$ cat src/hw/ptp_td_cfg.svh
// time distribution leaf constants
`ifndef PTP_TD_CFG_SVH
`define PTP_TD_CFG_SVH

`default_nettype none

// serial word format
`define TD_WORD_W 16
`define TD_INDEX_W 4
`define TD_MSG_W 4

// time of day format
`define TOD_S_W 48
`define TOD_NS_W 30
`define FNS_W 16
`define PERIOD_NS_W 8

`define NS_PER_S 31'd1_000_000_000
`define PPS_STR_CLEAR_BIT 29
`define MISMATCH_LIMIT 4

`default_nettype wire

`endif

$ cat src/hw/ptp_td_pkg.sv
// time distribution leaf types
`include "ptp_td_cfg.svh"
`default_nettype none

package ptp_td_pkg;

    typedef enum logic [1:0] {
        st_idle,
        st_data,
        st_sep
    } td_state_e;

    // word index within a frame
    typedef enum logic [`TD_INDEX_W-1:0] {
        w_flags      = 0,
        w_tod_ns_lo  = 1,
        w_tod_ns_hi  = 2,
        w_tod_s_lo   = 3,
        w_tod_s_mid  = 4,
        w_tod_s_hi   = 5,
        w_period_fns = 11,
        w_period_ns  = 12
    } td_word_e;

    typedef struct packed {
        logic [`TD_WORD_W-1:0] data;
        td_word_e              index;
        logic [`TD_MSG_W-1:0]  msg;
        logic                  last;
    } td_word_t;

    typedef struct packed {
        logic [`TOD_S_W-1:0]  s;
        logic [`TOD_NS_W-1:0] ns;
    } tod_time_t;

    typedef struct packed {
        logic [`PERIOD_NS_W-1:0] ns;
        logic [`FNS_W-1:0]       fns;
    } period_t;

    typedef struct packed {
        tod_time_t tod;
        logic      step;
    } tod_shadow_t;

endpackage

`default_nettype wire

$ cat src/hw/ptp_td_leaf.sv
// PTP time distribution leaf
`timescale 1ns/1ps
`include "ptp_td_cfg.svh"
`default_nettype none

module ptp_td_leaf import ptp_td_pkg::*; (
    input  wire logic clk,
    input  wire logic rst,
    input  wire logic sdi,
    output logic [`TOD_S_W+2+`TOD_NS_W+`FNS_W-1:0] ts_tod,
    output logic      tod_step,
    output logic      pps,
    output logic      pps_str
);

    td_word_t word;
    logic word_valid;
    period_t period;
    tod_shadow_t shadow;
    logic shadow_valid;

    td_deserializer u_deser (
        .clk(clk),
        .rst(rst),
        .sdi(sdi),
        .word(word),
        .word_valid(word_valid)
    );

    td_shadow_regs u_shadow (
        .clk(clk),
        .rst(rst),
        .word(word),
        .word_valid(word_valid),
        .period(period),
        .shadow(shadow),
        .shadow_valid(shadow_valid)
    );

    tod_counter u_tod (
        .clk(clk),
        .rst(rst),
        .period(period),
        .shadow(shadow),
        .shadow_valid(shadow_valid),
        .ts_tod(ts_tod),
        .tod_step(tod_step),
        .pps(pps),
        .pps_str(pps_str)
    );

endmodule

`default_nettype wire

$ cat src/hw/td_deserializer.sv
// serial time data deserializer
`timescale 1ns/1ps
`include "ptp_td_cfg.svh"
`default_nettype none

module td_deserializer import ptp_td_pkg::*; (
    input  wire logic clk,
    input  wire logic rst,
    input  wire logic sdi,
    output td_word_t  word,
    output logic      word_valid
);

    td_state_e state_reg;
    logic [`TD_WORD_W-1:0] shift_reg;
    logic [3:0] bit_cnt_reg;
    logic [`TD_INDEX_W-1:0] index_reg;
    logic [`TD_MSG_W-1:0] msg_reg;

    always_ff @(posedge clk) begin
        word_valid <= 1'b0;

        case (state_reg)
            st_idle: begin
                // a low bit on the idle high line starts a word
                if (!sdi) begin
                    bit_cnt_reg <= '0;
                    state_reg <= st_data;
                end
            end
            st_data: begin
                // lsb first
                shift_reg <= {sdi, shift_reg[`TD_WORD_W-1:1]};
                bit_cnt_reg <= bit_cnt_reg + 4'd1;
                if (bit_cnt_reg == 4'(`TD_WORD_W - 1)) begin
                    state_reg <= st_sep;
                end
            end
            st_sep: begin
                word.data <= shift_reg;
                word.index <= td_word_e'(index_reg);
                word.msg <= msg_reg;
                word.last <= sdi;
                word_valid <= 1'b1;

                // message number comes from word 0 and covers the whole frame
                if (index_reg == w_flags) begin
                    msg_reg <= shift_reg[`TD_MSG_W-1:0];
                    word.msg <= shift_reg[`TD_MSG_W-1:0];
                end

                if (sdi) begin
                    index_reg <= '0;
                    state_reg <= st_idle;
                end else begin
                    // separator low doubles as next start bit
                    index_reg <= index_reg + `TD_INDEX_W'(1);
                    bit_cnt_reg <= '0;
                    state_reg <= st_data;
                end
            end
            default: state_reg <= st_idle;
        endcase

        if (rst) begin
            state_reg <= st_idle;
            bit_cnt_reg <= '0;
            index_reg <= '0;
            msg_reg <= '0;
            word_valid <= 1'b0;
        end
    end

endmodule

`default_nettype wire

$ cat src/hw/td_shadow_regs.sv
// message 0 shadow registers
`timescale 1ns/1ps
`include "ptp_td_cfg.svh"
`default_nettype none

module td_shadow_regs import ptp_td_pkg::*; (
    input  wire logic     clk,
    input  wire logic     rst,
    input  wire td_word_t word,
    input  wire logic     word_valid,
    output period_t       period,
    output tod_shadow_t   shadow,
    output logic          shadow_valid
);

    logic pend_reg;
    logic msg0;

    assign msg0 = word_valid && (word.msg == '0);

    always_ff @(posedge clk) begin
        // strobe one cycle after the last seconds word lands
        shadow_valid <= pend_reg;
        if (pend_reg) begin
            pend_reg <= 1'b0;
        end

        // step flag is consumed along with the strobe
        if (shadow_valid) begin
            shadow.step <= 1'b0;
        end

        if (msg0) begin
            case (word.index)
                w_tod_ns_lo: begin
                    shadow.tod.ns[15:0] <= word.data;
                    pend_reg <= 1'b0;
                end
                w_tod_ns_hi: begin
                    shadow.tod.ns[`TOD_NS_W-1:16] <= word.data[`TOD_NS_W-17:0];
                    shadow.step <= shadow.step | word.data[15];
                end
                w_tod_s_lo: begin
                    shadow.tod.s[15:0] <= word.data;
                end
                w_tod_s_mid: begin
                    shadow.tod.s[31:16] <= word.data;
                end
                w_tod_s_hi: begin
                    shadow.tod.s[`TOD_S_W-1:32] <= word.data;
                    pend_reg <= 1'b1;
                end
                w_period_fns: begin
                    period.fns <= word.data;
                end
                w_period_ns: begin
                    period.ns <= word.data[`PERIOD_NS_W-1:0];
                end
                default: ;
            endcase
        end

        if (rst) begin
            period <= '0;
            shadow.step <= 1'b0;
            pend_reg <= 1'b0;
            shadow_valid <= 1'b0;
        end
    end

endmodule

`default_nettype wire

$ cat src/hw/tod_counter.sv
// time of day counter
`timescale 1ns/1ps
`include "ptp_td_cfg.svh"
`default_nettype none

module tod_counter import ptp_td_pkg::*; (
    input  wire logic        clk,
    input  wire logic        rst,
    input  wire period_t     period,
    input  wire tod_shadow_t shadow,
    input  wire logic        shadow_valid,
    output logic [`TOD_S_W+2+`TOD_NS_W+`FNS_W-1:0] ts_tod,
    output logic             tod_step,
    output logic             pps,
    output logic             pps_str
);

    tod_time_t tod_reg, tod_next;
    logic [`FNS_W-1:0] fns_reg, fns_next;
    logic step_next;
    logic pps_next;
    logic pps_str_next;
    logic [1:0] mismatch_reg, mismatch_next;
    logic load_pend_reg, load_pend_next;

    // one extra bit to catch the second rollover
    logic [`TOD_NS_W:0] ns_sum;
    logic [`FNS_W-1:0] fns_sum;

    assign ts_tod = {tod_reg.s, 2'b00, tod_reg.ns, fns_reg};

    always_comb begin
        {ns_sum, fns_sum} = {1'b0, tod_reg.ns, fns_reg}
            + {{(`TOD_NS_W + 1 - `PERIOD_NS_W){1'b0}}, period};

        tod_next = tod_reg;
        fns_next = fns_sum;
        step_next = 1'b0;
        pps_next = 1'b0;
        pps_str_next = pps_str;
        mismatch_next = mismatch_reg;
        load_pend_next = load_pend_reg;

        if (tod_reg.ns[`PPS_STR_CLEAR_BIT]) begin
            pps_str_next = 1'b0;
        end

        if (ns_sum >= `NS_PER_S) begin
            tod_next.ns = `TOD_NS_W'(ns_sum - `NS_PER_S);
            tod_next.s = tod_reg.s + `TOD_S_W'(1);
            pps_next = 1'b1;
            pps_str_next = 1'b1;
        end else begin
            tod_next.ns = `TOD_NS_W'(ns_sum);
        end

        if (shadow_valid) begin
            if (shadow.step || load_pend_reg) begin
                tod_next = shadow.tod;
                fns_next = '0;
                step_next = 1'b1;
                load_pend_next = 1'b0;
                mismatch_next = '0;
            end else if (shadow.tod.s != tod_reg.s) begin
                // persistent disagreement forces a reload on the next frame
                if (mismatch_reg == 2'(`MISMATCH_LIMIT - 1)) begin
                    load_pend_next = 1'b1;
                    mismatch_next = '0;
                end else begin
                    mismatch_next = mismatch_reg + 2'd1;
                end
            end else begin
                mismatch_next = '0;
            end
        end
    end

    always_ff @(posedge clk) begin
        tod_reg <= tod_next;
        fns_reg <= fns_next;
        tod_step <= step_next;
        pps <= pps_next;
        pps_str <= pps_str_next;
        mismatch_reg <= mismatch_next;
        load_pend_reg <= load_pend_next;

        if (rst) begin
            tod_reg <= '0;
            fns_reg <= '0;
            tod_step <= 1'b0;
            pps <= 1'b0;
            pps_str <= 1'b0;
            mismatch_reg <= '0;
            load_pend_reg <= 1'b0;
        end
    end

endmodule

`default_nettype wire

$ cat config.mk
export PLATFORM = sky130hd
export DESIGN_NAME = ptp_td_leaf
export DESIGN_NICKNAME = d
export VERILOG_FILES = /design/src/hw/ptp_td_pkg.sv /design/src/hw/ptp_td_leaf.sv /design/src/hw/td_deserializer.sv /design/src/hw/td_shadow_regs.sv /design/src/hw/tod_counter.sv
export VERILOG_INCLUDE_DIRS = /design/src /design/src/hw
export SDC_FILE = /design/constraint.sdc
export NUM_CORES = 1
export LEC_CHECK = 0
export ABC_AREA = 1
export BUFFER_PORTS_ARGS = -buffer_cell sky130_fd_sc_hd__buf_4
export CORE_MARGIN = 2
export CORE_UTILIZATION = 55
export CTS_CLUSTER_SIZE = 28
export DETAILED_ROUTE_END_ITERATION = 16
export PLACE_DENSITY = 0.73
export SLEW_MARGIN = 20
export SYNTH_ARGS = -nofsm -noshare
export SYNTH_HDL_FRONTEND = slang
export SYNTH_SLANG_ARGS = --single-unit
$ cat constraint.sdc
create_clock -name clk -period 3.2 [get_ports clk]
set_clock_uncertainty 0.05 [all_clocks]
set_input_delay 0.16 -clock clk [delete_from_list [all_inputs] [get_ports clk]]
set_output_delay 0.16 -clock clk [all_outputs]
set_load 0.01 [all_outputs]
=== After elaboration in Yosys (flattened, before gate mapping) ===
Cells that the tools add are included.

* Flip-flop bits (word level): 260
* Logic and storage cells: 103

* Add/subtract/negate cells: 6
* $lt $le $gt $ge: 1
* Equal/unequal tests: 15
* Multiplexer cells: 29
* Bitwise logic cells: 3
* Reductions and logical operators: 22

{| class="wikitable"
|+ Operators with widths
! kind !! count
|-
| $mux W78 || 2
|-
| $add A48 B1 Y48 const B || 1
|-
| $mux W48 || 1
|-
| $ne A48 B48 Y1 || 1
|-
| $add A46 B24 Y47 || 1
|-
| $mux W16 || 2
|-
| $ge A31 B30 Y1 const B || 1
|-
| $mux W30 || 1
|-
| $sub A30 B30 Y30 const B || 1
|-
| $reduce_and A2 Y1 || 9
|-
| $mux W1 || 13
|-
| $eq A4 B4 Y1 const B || 3
|-
| $mux W4 || 3
|-
| $mux W2 || 5
|-
| $add A4 B1 Y4 const B || 2
|-
| $eq A4 B2 Y1 const B || 2
|-
| $eq A4 B3 Y1 const B || 2
|-
| $logic_not A4 Y1 || 2
|-
| $pmux W4 S2 || 1
|-
| $reduce_bool A2 Y1 || 4
|-
| $pmux W2 S3 || 1
|-
| $reduce_or A2 Y1 || 3
|-
| $eq A2 B2 Y1 const B || 2
|-
| $eq A4 B1 Y1 const B || 1
|-
| other kinds (10) || 12
|}

=== Longest topological paths before layout ===
Gate-level depths: netlist of the first run.

* Depth after elaboration: 5
* Gate-level depth with buffers: 28

=== Hierarchy ===
Synthesis of the first run repeated with hierarchy kept, for this count alone.

* Cell total of the unflattened synthesis: 2,129
* Area total of the unflattened synthesis: 15,144.5 sq um

{| class="wikitable"
|+ Modules (own cells, without submodules)
! module !! instances !! cells each !! area an instance (sq um)
|-
| tod_counter || 1 || 1,710 || 9,516.6
|-
| td_shadow_regs || 1 || 267 || 3,644.7
|-
| td_deserializer || 1 || 152 || 1,983.2
|}

=== Worst setup path after synthesis of the first run ===
OpenSTA, ideal clock, no wires.

* Path type: flip-flop to flip-flop
* From: register u_tod.fns_reg[0]
* To: register u_tod.tod_reg, in the netlist u_tod.ts_tod[69]
* Library setup time: 0.109 ns
* Arrival: 3.015 ns
* Setup slack: 0.026 ns
* Cell stages (with the launch flop): 29
* Buffers on the path: 1
* Period minus slack after synthesis: 3.174 ns
* Path through: dfxtp_1 -> ha_1 -> fa_1 -> nand2_1 -> nor2_1 -> nand2_1 -> nand3_1 -> nand2_1 -> nand2_1 -> nand2_1 -> nand3_1 -> nand2_1 -> nand2_1 -> ha_1 -> inv_1 -> nand3_1 -> nand3_1 -> nand2_1 -> nand2_2 -> nand2_2 -> nand2_4 -> nand2_2 -> nand3_4 -> buf_2 -> nand3_1 -> nand2_1 -> nand3_1 -> nand2_1 -> inv_1

* Cells in the longest elaborated chain, start to end: 5

{| class="wikitable"
|+ RTL lines
! item !! RTL line !! source
|-
| from (decl) || tod_counter.sv:19 || <nowiki>logic [`FNS_W-1:0] fns_reg, fns_next;</nowiki>
|-
| from (signal assigned) || tod_counter.sv:80 || <nowiki>fns_reg <= fns_next;</nowiki>
|-
| $add A46 B24 Y47 (*) || tod_counter.sv:33 || <nowiki>{ns_sum, fns_sum} = {1'b0, tod_reg.ns, fns_reg}</nowiki>
|-
| $ge A31 B30 Y1 (no line) (*) || - ||
|-
| $mux W48 (*) || tod_counter.sv:48 || <nowiki>if (ns_sum >= `NS_PER_S) begin</nowiki>
|-
| $mux W78 || tod_counter.sv:58 || <nowiki>if (shadow.step || load_pend_reg) begin</nowiki>
|-
| $mux W78 (*) || tod_counter.sv:57 || <nowiki>if (shadow_valid) begin</nowiki>
|-
| to (signal assigned) || tod_counter.sv:79 || <nowiki>tod_reg <= tod_next;</nowiki>
|-
| to (decl) || tod_counter.sv:18 || <nowiki>tod_time_t tod_reg, tod_next;</nowiki>
|}

Mark *: on every way between the ends. The rest lies on a longest branch, timed or not.
A chain may end at the register's enable or synchronous reset.

=== Worst setup path in the final report of the first run ===
* From: register u_shadow.period[16] (netlist name)
* To: register u_tod.tod_reg, in the netlist u_tod.ts_tod[64]

* Cells in the longest elaborated chain, start to end: 5

{| class="wikitable"
|+ RTL lines
! item !! RTL line
|-
| $add A46 B24 Y47 (*) || tod_counter.sv:33
|-
| $ge A31 B30 Y1 (no line) (*) || -
|-
| $mux W48 (*) || tod_counter.sv:48
|-
| $mux W78 || tod_counter.sv:58
|-
| $mux W78 (*) || tod_counter.sv:57
|}

Marks and branches as above.

==> impl_metrics.env, run 1 <==
export IMPL_status="finished, violations left"
export IMPL_violations="negative setup slack"
export IMPL_setup_slack_ns=-0.130
export IMPL_ys_ff_latch=260
export IMPL_grt_util_all_layers=0.342
export IMPL_relSlewSlack=0.431
export IMPL_start_kind="flip-flop"
export IMPL_finalCritPeriodShare=1.04
export IMPL_syn_cell_area_um2=14400
export IMPL_swShare=0.211
export IMPL_final_common_cell="nand2_1"
export IMPL_p_leak_nw=8.44
export IMPL_fp_dieW_um=166
export IMPL_start_util=0.557
export IMPL_synth_top_area_cell="edfxtp_1"
export IMPL_cts_clk_slew_worst_paths_ns=0.07
export IMPL_num_vias=14700
export IMPL_drtPass1Iterations=5
export IMPL_largest_register="u_shadow.shadow"
export IMPL_grtUsageMet1=0.475
export IMPL_final_cells=2608
export IMPL_total_power_mw=7.24
export IMPL_pwr_share_comb=0.014
export IMPL_drt_wl_total_um=50200
export IMPL_met2_usage=0.551
export IMPL_cts_buffers=28
export IMPL_power_frac_seq=0.480
export IMPL_arrival_ns=3.78
export IMPL_synth_cells=1943
export IMPL_via_per_inst=5.62
export IMPL_boundaryPins=102
export IMPL_synth_cell_types=49
export IMPL_cap_violations=0
export IMPL_fillCellCount=1929
export IMPL_cp_startpoint="u_shadow.period[16]$_SDFFE_PP0P_"
export IMPL_path_common_cell="nand2_1"
export IMPL_die_h_um=166
export IMPL_placedCellCount=2518
export IMPL_clockBufferDepth=3
export IMPL_layout_drive_gt1_share=0.288
export IMPL_critical_path_class="flip-flop to flip-flop"
export IMPL_grt_pass1_wl_um=74700
export IMPL_htree_levels=1
export IMPL_final_nets=2285
export IMPL_netSwitchingPower_mw=1.53
export IMPL_cts_sinks=260
export IMPL_largest_reg_flops=79
export IMPL_setup_tns_ns=-3.10
export IMPL_path_cells="ha_4, nand2_2, inv_2, nand2_1, nand2_1, buf_4, nand2_1, nand2_1, a21oi_2, nand3b_1, nand2_2, nand2_1, nor2_1, nand3_1, nor2_2, nand3_2, nand3_4, buf_12, buf_4, buf_12, buf_4, nand2_1, a31oi_1"
export IMPL_report_final_hold_viol_count=0
export IMPL_p_clk_frac=0.506
export IMPL_worst_path_max_fanout=15
export IMPL_port_buffers=99
export IMPL_worst_slew_pin_slew_ns=0.852
export IMPL_worstReg2RegStart="u_shadow.period[16]$_SDFFE_PP0P_"
export IMPL_rsz0062_at_grt="true"
export IMPL_ir_drop_mv=0.573
export IMPL_min_path_type="input pin to flip-flop"
export IMPL_fin_crit_ns=3.33
export IMPL_r2r_setup_slack_ns=-0.13
export IMPL_gp_congestion=0.997
export IMPL_yosysSeqAreaShare=0.443
export IMPL_endpoint_kind="flip-flop"
export IMPL_grt_max_degree=59
export IMPL_powerDensity_nw_per_um2=372
export IMPL_max_stage_delay_ns=0.38
export IMPL_ys_warn_count=0
export IMPL_detail_route_antenna_nets=0
export IMPL_grtUsageMet3=0.0567
export IMPL_rr_endpoint="u_tod.ts_tod[64]$_SDFF_PP0_"
export IMPL_core_rowCount=59
export IMPL_multi_input_comb_area_um2=7780
export IMPL_crit_required_ns=3.65
export IMPL_cts_tree="built"
export IMPL_wl_per_cell_um=19.2
export IMPL_grt_ovfl_total=0
export IMPL_slew_violations=0
export IMPL_dieArea_um2=27500
export IMPL_layout_common_cells="nand2_1, buf_4, inv_1, dfxtp_1, edfxtp_1"
export IMPL_antennaDiodeCount=0
export IMPL_grt_pass1_vias=13700
export IMPL_root_buffer="clkbuf_16"
export IMPL_seqCellArea_um2=6410
export IMPL_antenna_found_initial=1
export IMPL_area_delta_synth_final_pct=34.8
export IMPL_yosysTopAreaCellShare=0.246
export IMPL_internal_power_mw=5.71
export IMPL_reg2reg_depth=23
export IMPL_fmax_mhz=300
export IMPL_clock_latency_ns=0.58
export IMPL_async_reset_ff_frac=0
export IMPL_syn_area_per_cell_um2=7.42
export IMPL_ys_flop_type="dfxtp_1"
export IMPL_crit_end="u_tod.ts_tod[64]$_SDFF_PP0_"
export IMPL_coreArea_um2=25900
export IMPL_yosys_top_cells_area="edfxtp_1, dfxtp_1, nand2_1"
export IMPL_setup_viol=55
export IMPL_synth_edf_count=118
export IMPL_cpMaxStageDelayCell="dfxtp_1"
export IMPL_dp_hpwl_um=35200
export IMPL_grt_busiest_layer="met2"
export IMPL_first_iter_violations=1653
export IMPL_drc_errors=0
power groups by stage:
stage / clock (mW) / combinational (mW) / sequential, mW
3_3_place_gp: 0 / 0.0909 / 3.55
2_1_floorplan: 0 / 0.0645 / 3.55
5_1_grt: 3.82 / 0.110 / 3.48
3_5_place_dp: 0 / 0.0921 / 3.55
4_1_cts: 3.68 / 0.0962 / 3.48
6_report: 3.66 / 0.0998 / 3.48
how the worst min path moves through the flow:
| stage | startpoint | endpoint | slack [ns] | cells after the start |
|---|---|---|---|---|
| 6_report | sdi | u_deser.shift_reg[15]$_DFFE_PN_ | 0.30 | 2 |
| 5_1_grt | sdi | u_deser.shift_reg[15]$_DFFE_PN_ | 0.30 | 2 |
| 4_1_cts | sdi | u_deser.shift_reg[15]$_DFFE_PN_ | 0.27 | 2 |
| 3_5_place_dp | sdi | u_deser.shift_reg[15]$_DFFE_PN_ | 0.32 | 1 |
| 3_3_place_gp | sdi | u_deser.shift_reg[15]$_DFFE_PN_ | 0.32 | 1 |
| 2_1_floorplan | sdi | u_deser.shift_reg[15]$_DFFE_PN_ | 0.21 | 0 |
final cells by class:
| type | count | share of cell area |
|---|---|---|
| clock buffers | 32 | 0.0373 |
| clock inverters | 20 | 0.0164 |
| inverters | 285 | 0.0553 |
| multi-input cells | 1350 | 0.400 |
| flip-flops and latches | 260 | 0.330 |
| well taps | 335 | 0.0216 |
| repair buffers | 326 | 0.139 |
worst max-delay path: cells and delay by family, from the launching register on:
kind	cells	cell delay (ns)
compound gates	2	0.40
fa+ha+maj	1	0.24
buf+inv	6	0.68
flops	1	0.38
simple gates	14	1.48
routing by layer:
layer / part of all wire / routed length [um] / vias up
met5: 0.00032 / 16 / -
met1: 0.40 / 20300 / 6816
met4: 0.035 / 1750 / 2
met2: 0.46 / 23100 / 760
met3: 0.10 / 5010 / 124
li1: - / - / 6950
kinds of logic (layout without fill, tap and decap cells):
| logic type | count (synthesis) | after routing | synth area share |
|---|---|---|---|
| xor+xnor | 79 | 79 | 0.0480 |
| simple gates | 981 | 982 | 0.295 |
| fa+ha+maj | 31 | 31 | 0.0274 |
| flops | 260 | 260 | 0.443 |
| other cells | 1 | 2 | 0.000260 |
| buf+inv | 335 | 663 | 0.0920 |
| compound gates | 256 | 256 | 0.0948 |
stage by stage:
stage | instance area, um^2 | utilization | worst slack [ns] | hold slack, ns
finish | 19400 | 0.750 | -0.130 | 0.298
global route | 19400 | 0.750 | -0.276 | 0.295
CTS | 18700 | 0.723 | -0.0194 | 0.273
detailed placement | 16800 | 0.649 | -0.202 | 0.321
global placement | 16800 | 0.649 | -0.114 | 0.321
floorplan | 14400 | - | 0.0263 | 0.209
Yosys cell counts, types with 2 or more instances:
master     instances
nor2_1           134
nor3_2             5
a21oi_2            2
a21oi_1           89
clkbuf_1          31
nand2_1          564
edfxtp_1         118
nor3b_1            2
inv_1            269
a21o_1             2
o21ai_0          116
ha_1              30
buf_6              5
dfxtp_1          142
nand3_1          126
xor2_1            33
o21ai_1           17
nor4_1            16
a22o_1             5
nor2_4             2
nand3b_1           6
or2_2              4
buf_4              3
clkinv_1           2
o2111ai_1          3
buf_1              3
a211oi_1           2
nor2_2            15
buf_2              7
xnor2_1           46
nand4_1           45
a31oi_1           13
nor3_1            38
o21bai_1           3
nand2_2           15
inv_2             14
and3_1             3
a21boi_0           2
repair_timing:
action	4_1_cts	5_1_grt
hold buffers	2	0
pin swaps	21	43
setup endpoints to repair	71	71
gates resized for setup	142	174
endpoints found under the hold margin	21	0
cloned	5	4
buffers inserted	18	14
No activity file was read; power rests on OpenSTA's default activity.
==> run 2: changes to the inputs <==
Settings changed: ABC_AREA 1 to unset.
==> impl_metrics.env, run 2 <==
export IMPL_cts_sinks=260
export IMPL_post_synth_top_count_cell="dfxtp_1"
export IMPL_synth_cells=1282
export IMPL_fillCellCount=1516
export IMPL_synth_top_area_cell="edfxtp_1"
export IMPL_layout_common_cells="buf_4, dfxtp_1, nand2_1, edfxtp_1, nor2_1"
export IMPL_ys_ff_latch=260
export IMPL_drc_errors=0
export IMPL_syn_cell_area_um2=12800
export IMPL_rr_endpoint="u_tod.ts_tod[27]$_SDFF_PP0_"
export IMPL_reg2reg_depth=17
export IMPL_cts_buffers=28
export IMPL_endpoint_kind="flip-flop"
export IMPL_synth_simple_area_share=0.167
export IMPL_drt_wl_total_um=40300
export IMPL_grt_pass1_wl_um=60300
export IMPL_syn_area_per_cell_um2=9.99
export IMPL_synth_compound_area_share=0.172
export IMPL_report_final_hold_viol_count=0
export IMPL_synth_cell_types=75
export IMPL_final_common_cell="buf_4"
export IMPL_fmax_mhz=236
export IMPL_p_leak_nw=6.41
export IMPL_cts_clk_slew_worst_paths_ns=0.06
export IMPL_die_h_um=157
export IMPL_root_buffer="clkbuf_16"
export IMPL_powerDensity_nw_per_um2=397
export IMPL_yosys_top_cells_area="edfxtp_1, dfxtp_1, xnor2_1"
export IMPL_relSlewSlack=0.503
export IMPL_start_kind="flip-flop"
export IMPL_grt_max_degree=67
export IMPL_detail_route_antenna_nets=0
export IMPL_stdcell_area_um2=17400
export IMPL_port_buffers=99
export IMPL_min_path_type="input pin to flip-flop"
export IMPL_htree_levels=1
export IMPL_fp_dieW_um=157
export IMPL_cp_startpoint="u_shadow.period[4]$_SDFFE_PP0P_"
export IMPL_antenna_found_initial=0
export IMPL_rsz0062_at_grt="true"
export IMPL_num_vias=11600
export IMPL_largest_reg_flops=79
export IMPL_grt_pass1_vias=11100
export IMPL_finalCritPeriodShare=1.32
export IMPL_wl_per_cell_um=20.7
export IMPL_synthAdderAreaFrac=0.0309
export IMPL_antennaDiodeCount=0
export IMPL_status="finished, violations left"
export IMPL_violations="negative setup slack"
export IMPL_ir_drop_mv=0.499
export IMPL_fin_crit_ns=4.23
export IMPL_grt_ovfl_total=0
export IMPL_final_nets=1639
export IMPL_slew_violations=0
export IMPL_crit_required_ns=3.63
export IMPL_place_area_um2=15700
export IMPL_area_delta_synth_final_pct=35.7
export IMPL_ys_flop_type="dfxtp_1"
export IMPL_yosysTopAreaCellShare=0.277
export IMPL_final_cells=1940
export IMPL_worstReg2RegStart="u_shadow.period[4]$_SDFFE_PP0P_"
export IMPL_clockBufferDepth=3
export IMPL_ys_warn_count=0
export IMPL_core_rowCount=55
export IMPL_setup_tns_ns=-65.53
export IMPL_synth_edf_count=118
export IMPL_arrival_ns=4.66
export IMPL_yosysSeqAreaShare=0.499
export IMPL_dieArea_um2=24500
export IMPL_boundaryPins=102
export IMPL_drtPass1Iterations=5
export IMPL_cts_tree="built"
export IMPL_async_reset_ff_frac=0
export IMPL_setup_viol=71
export IMPL_layout_drive_gt1_share=0.332
export IMPL_synth_top_family_by_area="compound AO/OA/AOI/OAI gates"
export IMPL_first_iter_violations=908
export IMPL_via_per_inst=5.99
export IMPL_critical_path_class="flip-flop to flip-flop"
export IMPL_setup_slack_ns=-1.03
export IMPL_worst_slew_pin_slew_ns=0.742
export IMPL_r2r_setup_slack_ns=-1.03
export IMPL_grt_util_all_layers=0.318
export IMPL_synth_xor_area_frac=0.0916
export IMPL_gp_congestion=0.919
export IMPL_placedCellCount=1859
export IMPL_largest_register="u_shadow.shadow"
export IMPL_synthMuxAreaShare=0.0122
export IMPL_coreArea_um2=22800
export IMPL_crit_end="u_tod.ts_tod[27]$_SDFF_PP0_"
export IMPL_ys_top_cells_by_count="dfxtp_1, nand2_1, nor2_1"
export IMPL_dp_hpwl_um=27400
export IMPL_start_util=0.562
export IMPL_worst_path_max_fanout=7
export IMPL_clock_latency_ns=0.54
export IMPL_cap_violations=0
-- run 2: cell types whose count changed in the layout (fill, tap and decap cells not counted), sizes merged, moves of 35 or more --
| cell | previous run | this run |
|---|---|---|
| nand2 | 580 | 123 |
| inv | 287 | 19 |
| nand3 | 129 | 29 |
| o21ai | 133 | 58 |
| a211oi | 2 | 45 |
| buf | 320 | 359 |
| xnor2 | 46 | 81 |
-- run 2: cell type report --
type / instances / area [um^2] / share of cell area
clock buffer: 35 / 758 / 0.0436
inverter: 17 / 63.8 / 0.00367
sequential: 260 / 6410 / 0.369
clock inverter: 17 / 154 / 0.00885
multi-input combinational: 937 / 6760 / 0.389
tap: 313 / 392 / 0.0225
timing repair buffer: 361 / 2850 / 0.164
-- run 2: critical path: stages (launching register included) --
cell and delay (ns):
dfxtp_1 0.40, ha_4 0.25, a21oi_1 0.22, o21ai_0 0.18, o211ai_1 0.50, a211o_1 0.34
a211oi_2 0.10, buf_4 0.17, o31ai_2 0.22, a32oi_1 0.11, or2_2 0.34, a311oi_4 0.34
buf_4 0.18, nor2_4 0.05, buf_6 0.12, buf_8 0.12, or4_4 0.42, nand3_2 0.08
-- run 2: power breakdown --
group,internal (mW),switching [mW]
logic,0.0820,0.117
clock network,1.85,1.35
registers,3.47,0.0183
total,5.41,1.49
-- run 2: layer usage --
metal,GRT usage,part of all wire
met5,0,0
met1,0.411,0.40
met2,0.537,0.48
met3,0.0507,0.074
met4,0.122,0.040
-- run 2: what timing repair did --
item	in CTS	in global routing
hold endpoints to repair	7	0
hold buffers	1	0
pin swaps	11	33
setup endpoints to repair	71	71
setup buffers	15	12
gates resized for setup	29	112
gates cloned	1	1
-- run 2: cells by family after synthesis --
kind of cell	count (synthesis)
flops	260
xor+xnor	134
fa+ha+maj	31
mux	15
compound gates	321
simple gates	434
other cells	1
buf+inv	86
-- run 2: through the flow --
stage          hold WS [ns]  setup WS [ns]  total power [mW]  utilization
2_1_floorplan         0.209         -0.830              3.66            -
3_3_place_gp          0.369          -1.14              3.75        0.687
3_5_place_dp          0.380          -1.24              3.75        0.687
4_1_cts              0.0511         -0.939              6.92        0.737
5_1_grt              0.0778          -1.19              7.05        0.763
6_report             0.0595          -1.03              6.89        0.763
-- run 2: how the worst min path moves through the flow --
stage / from / end / cells past startpoint
final: rst / u_tod.pps$_SDFF_PP0_ / 2
after global routing: rst / u_tod.pps$_SDFF_PP0_ / 2
after CTS: rst / u_tod.mismatch_reg[1]$_SDFFE_PP0P_ / 2
after detailed placement: u_deser.shift_reg[8]$_DFFE_PN_ / u_deser.word[17]$_DFFE_PP_ / 0
after global placement: u_shadow.pend_reg$_SDFF_PP0_ / u_shadow.shadow_valid$_SDFF_PP0_ / 1
after floorplan: sdi / u_deser.shift_reg[15]$_DFFE_PN_ / 0
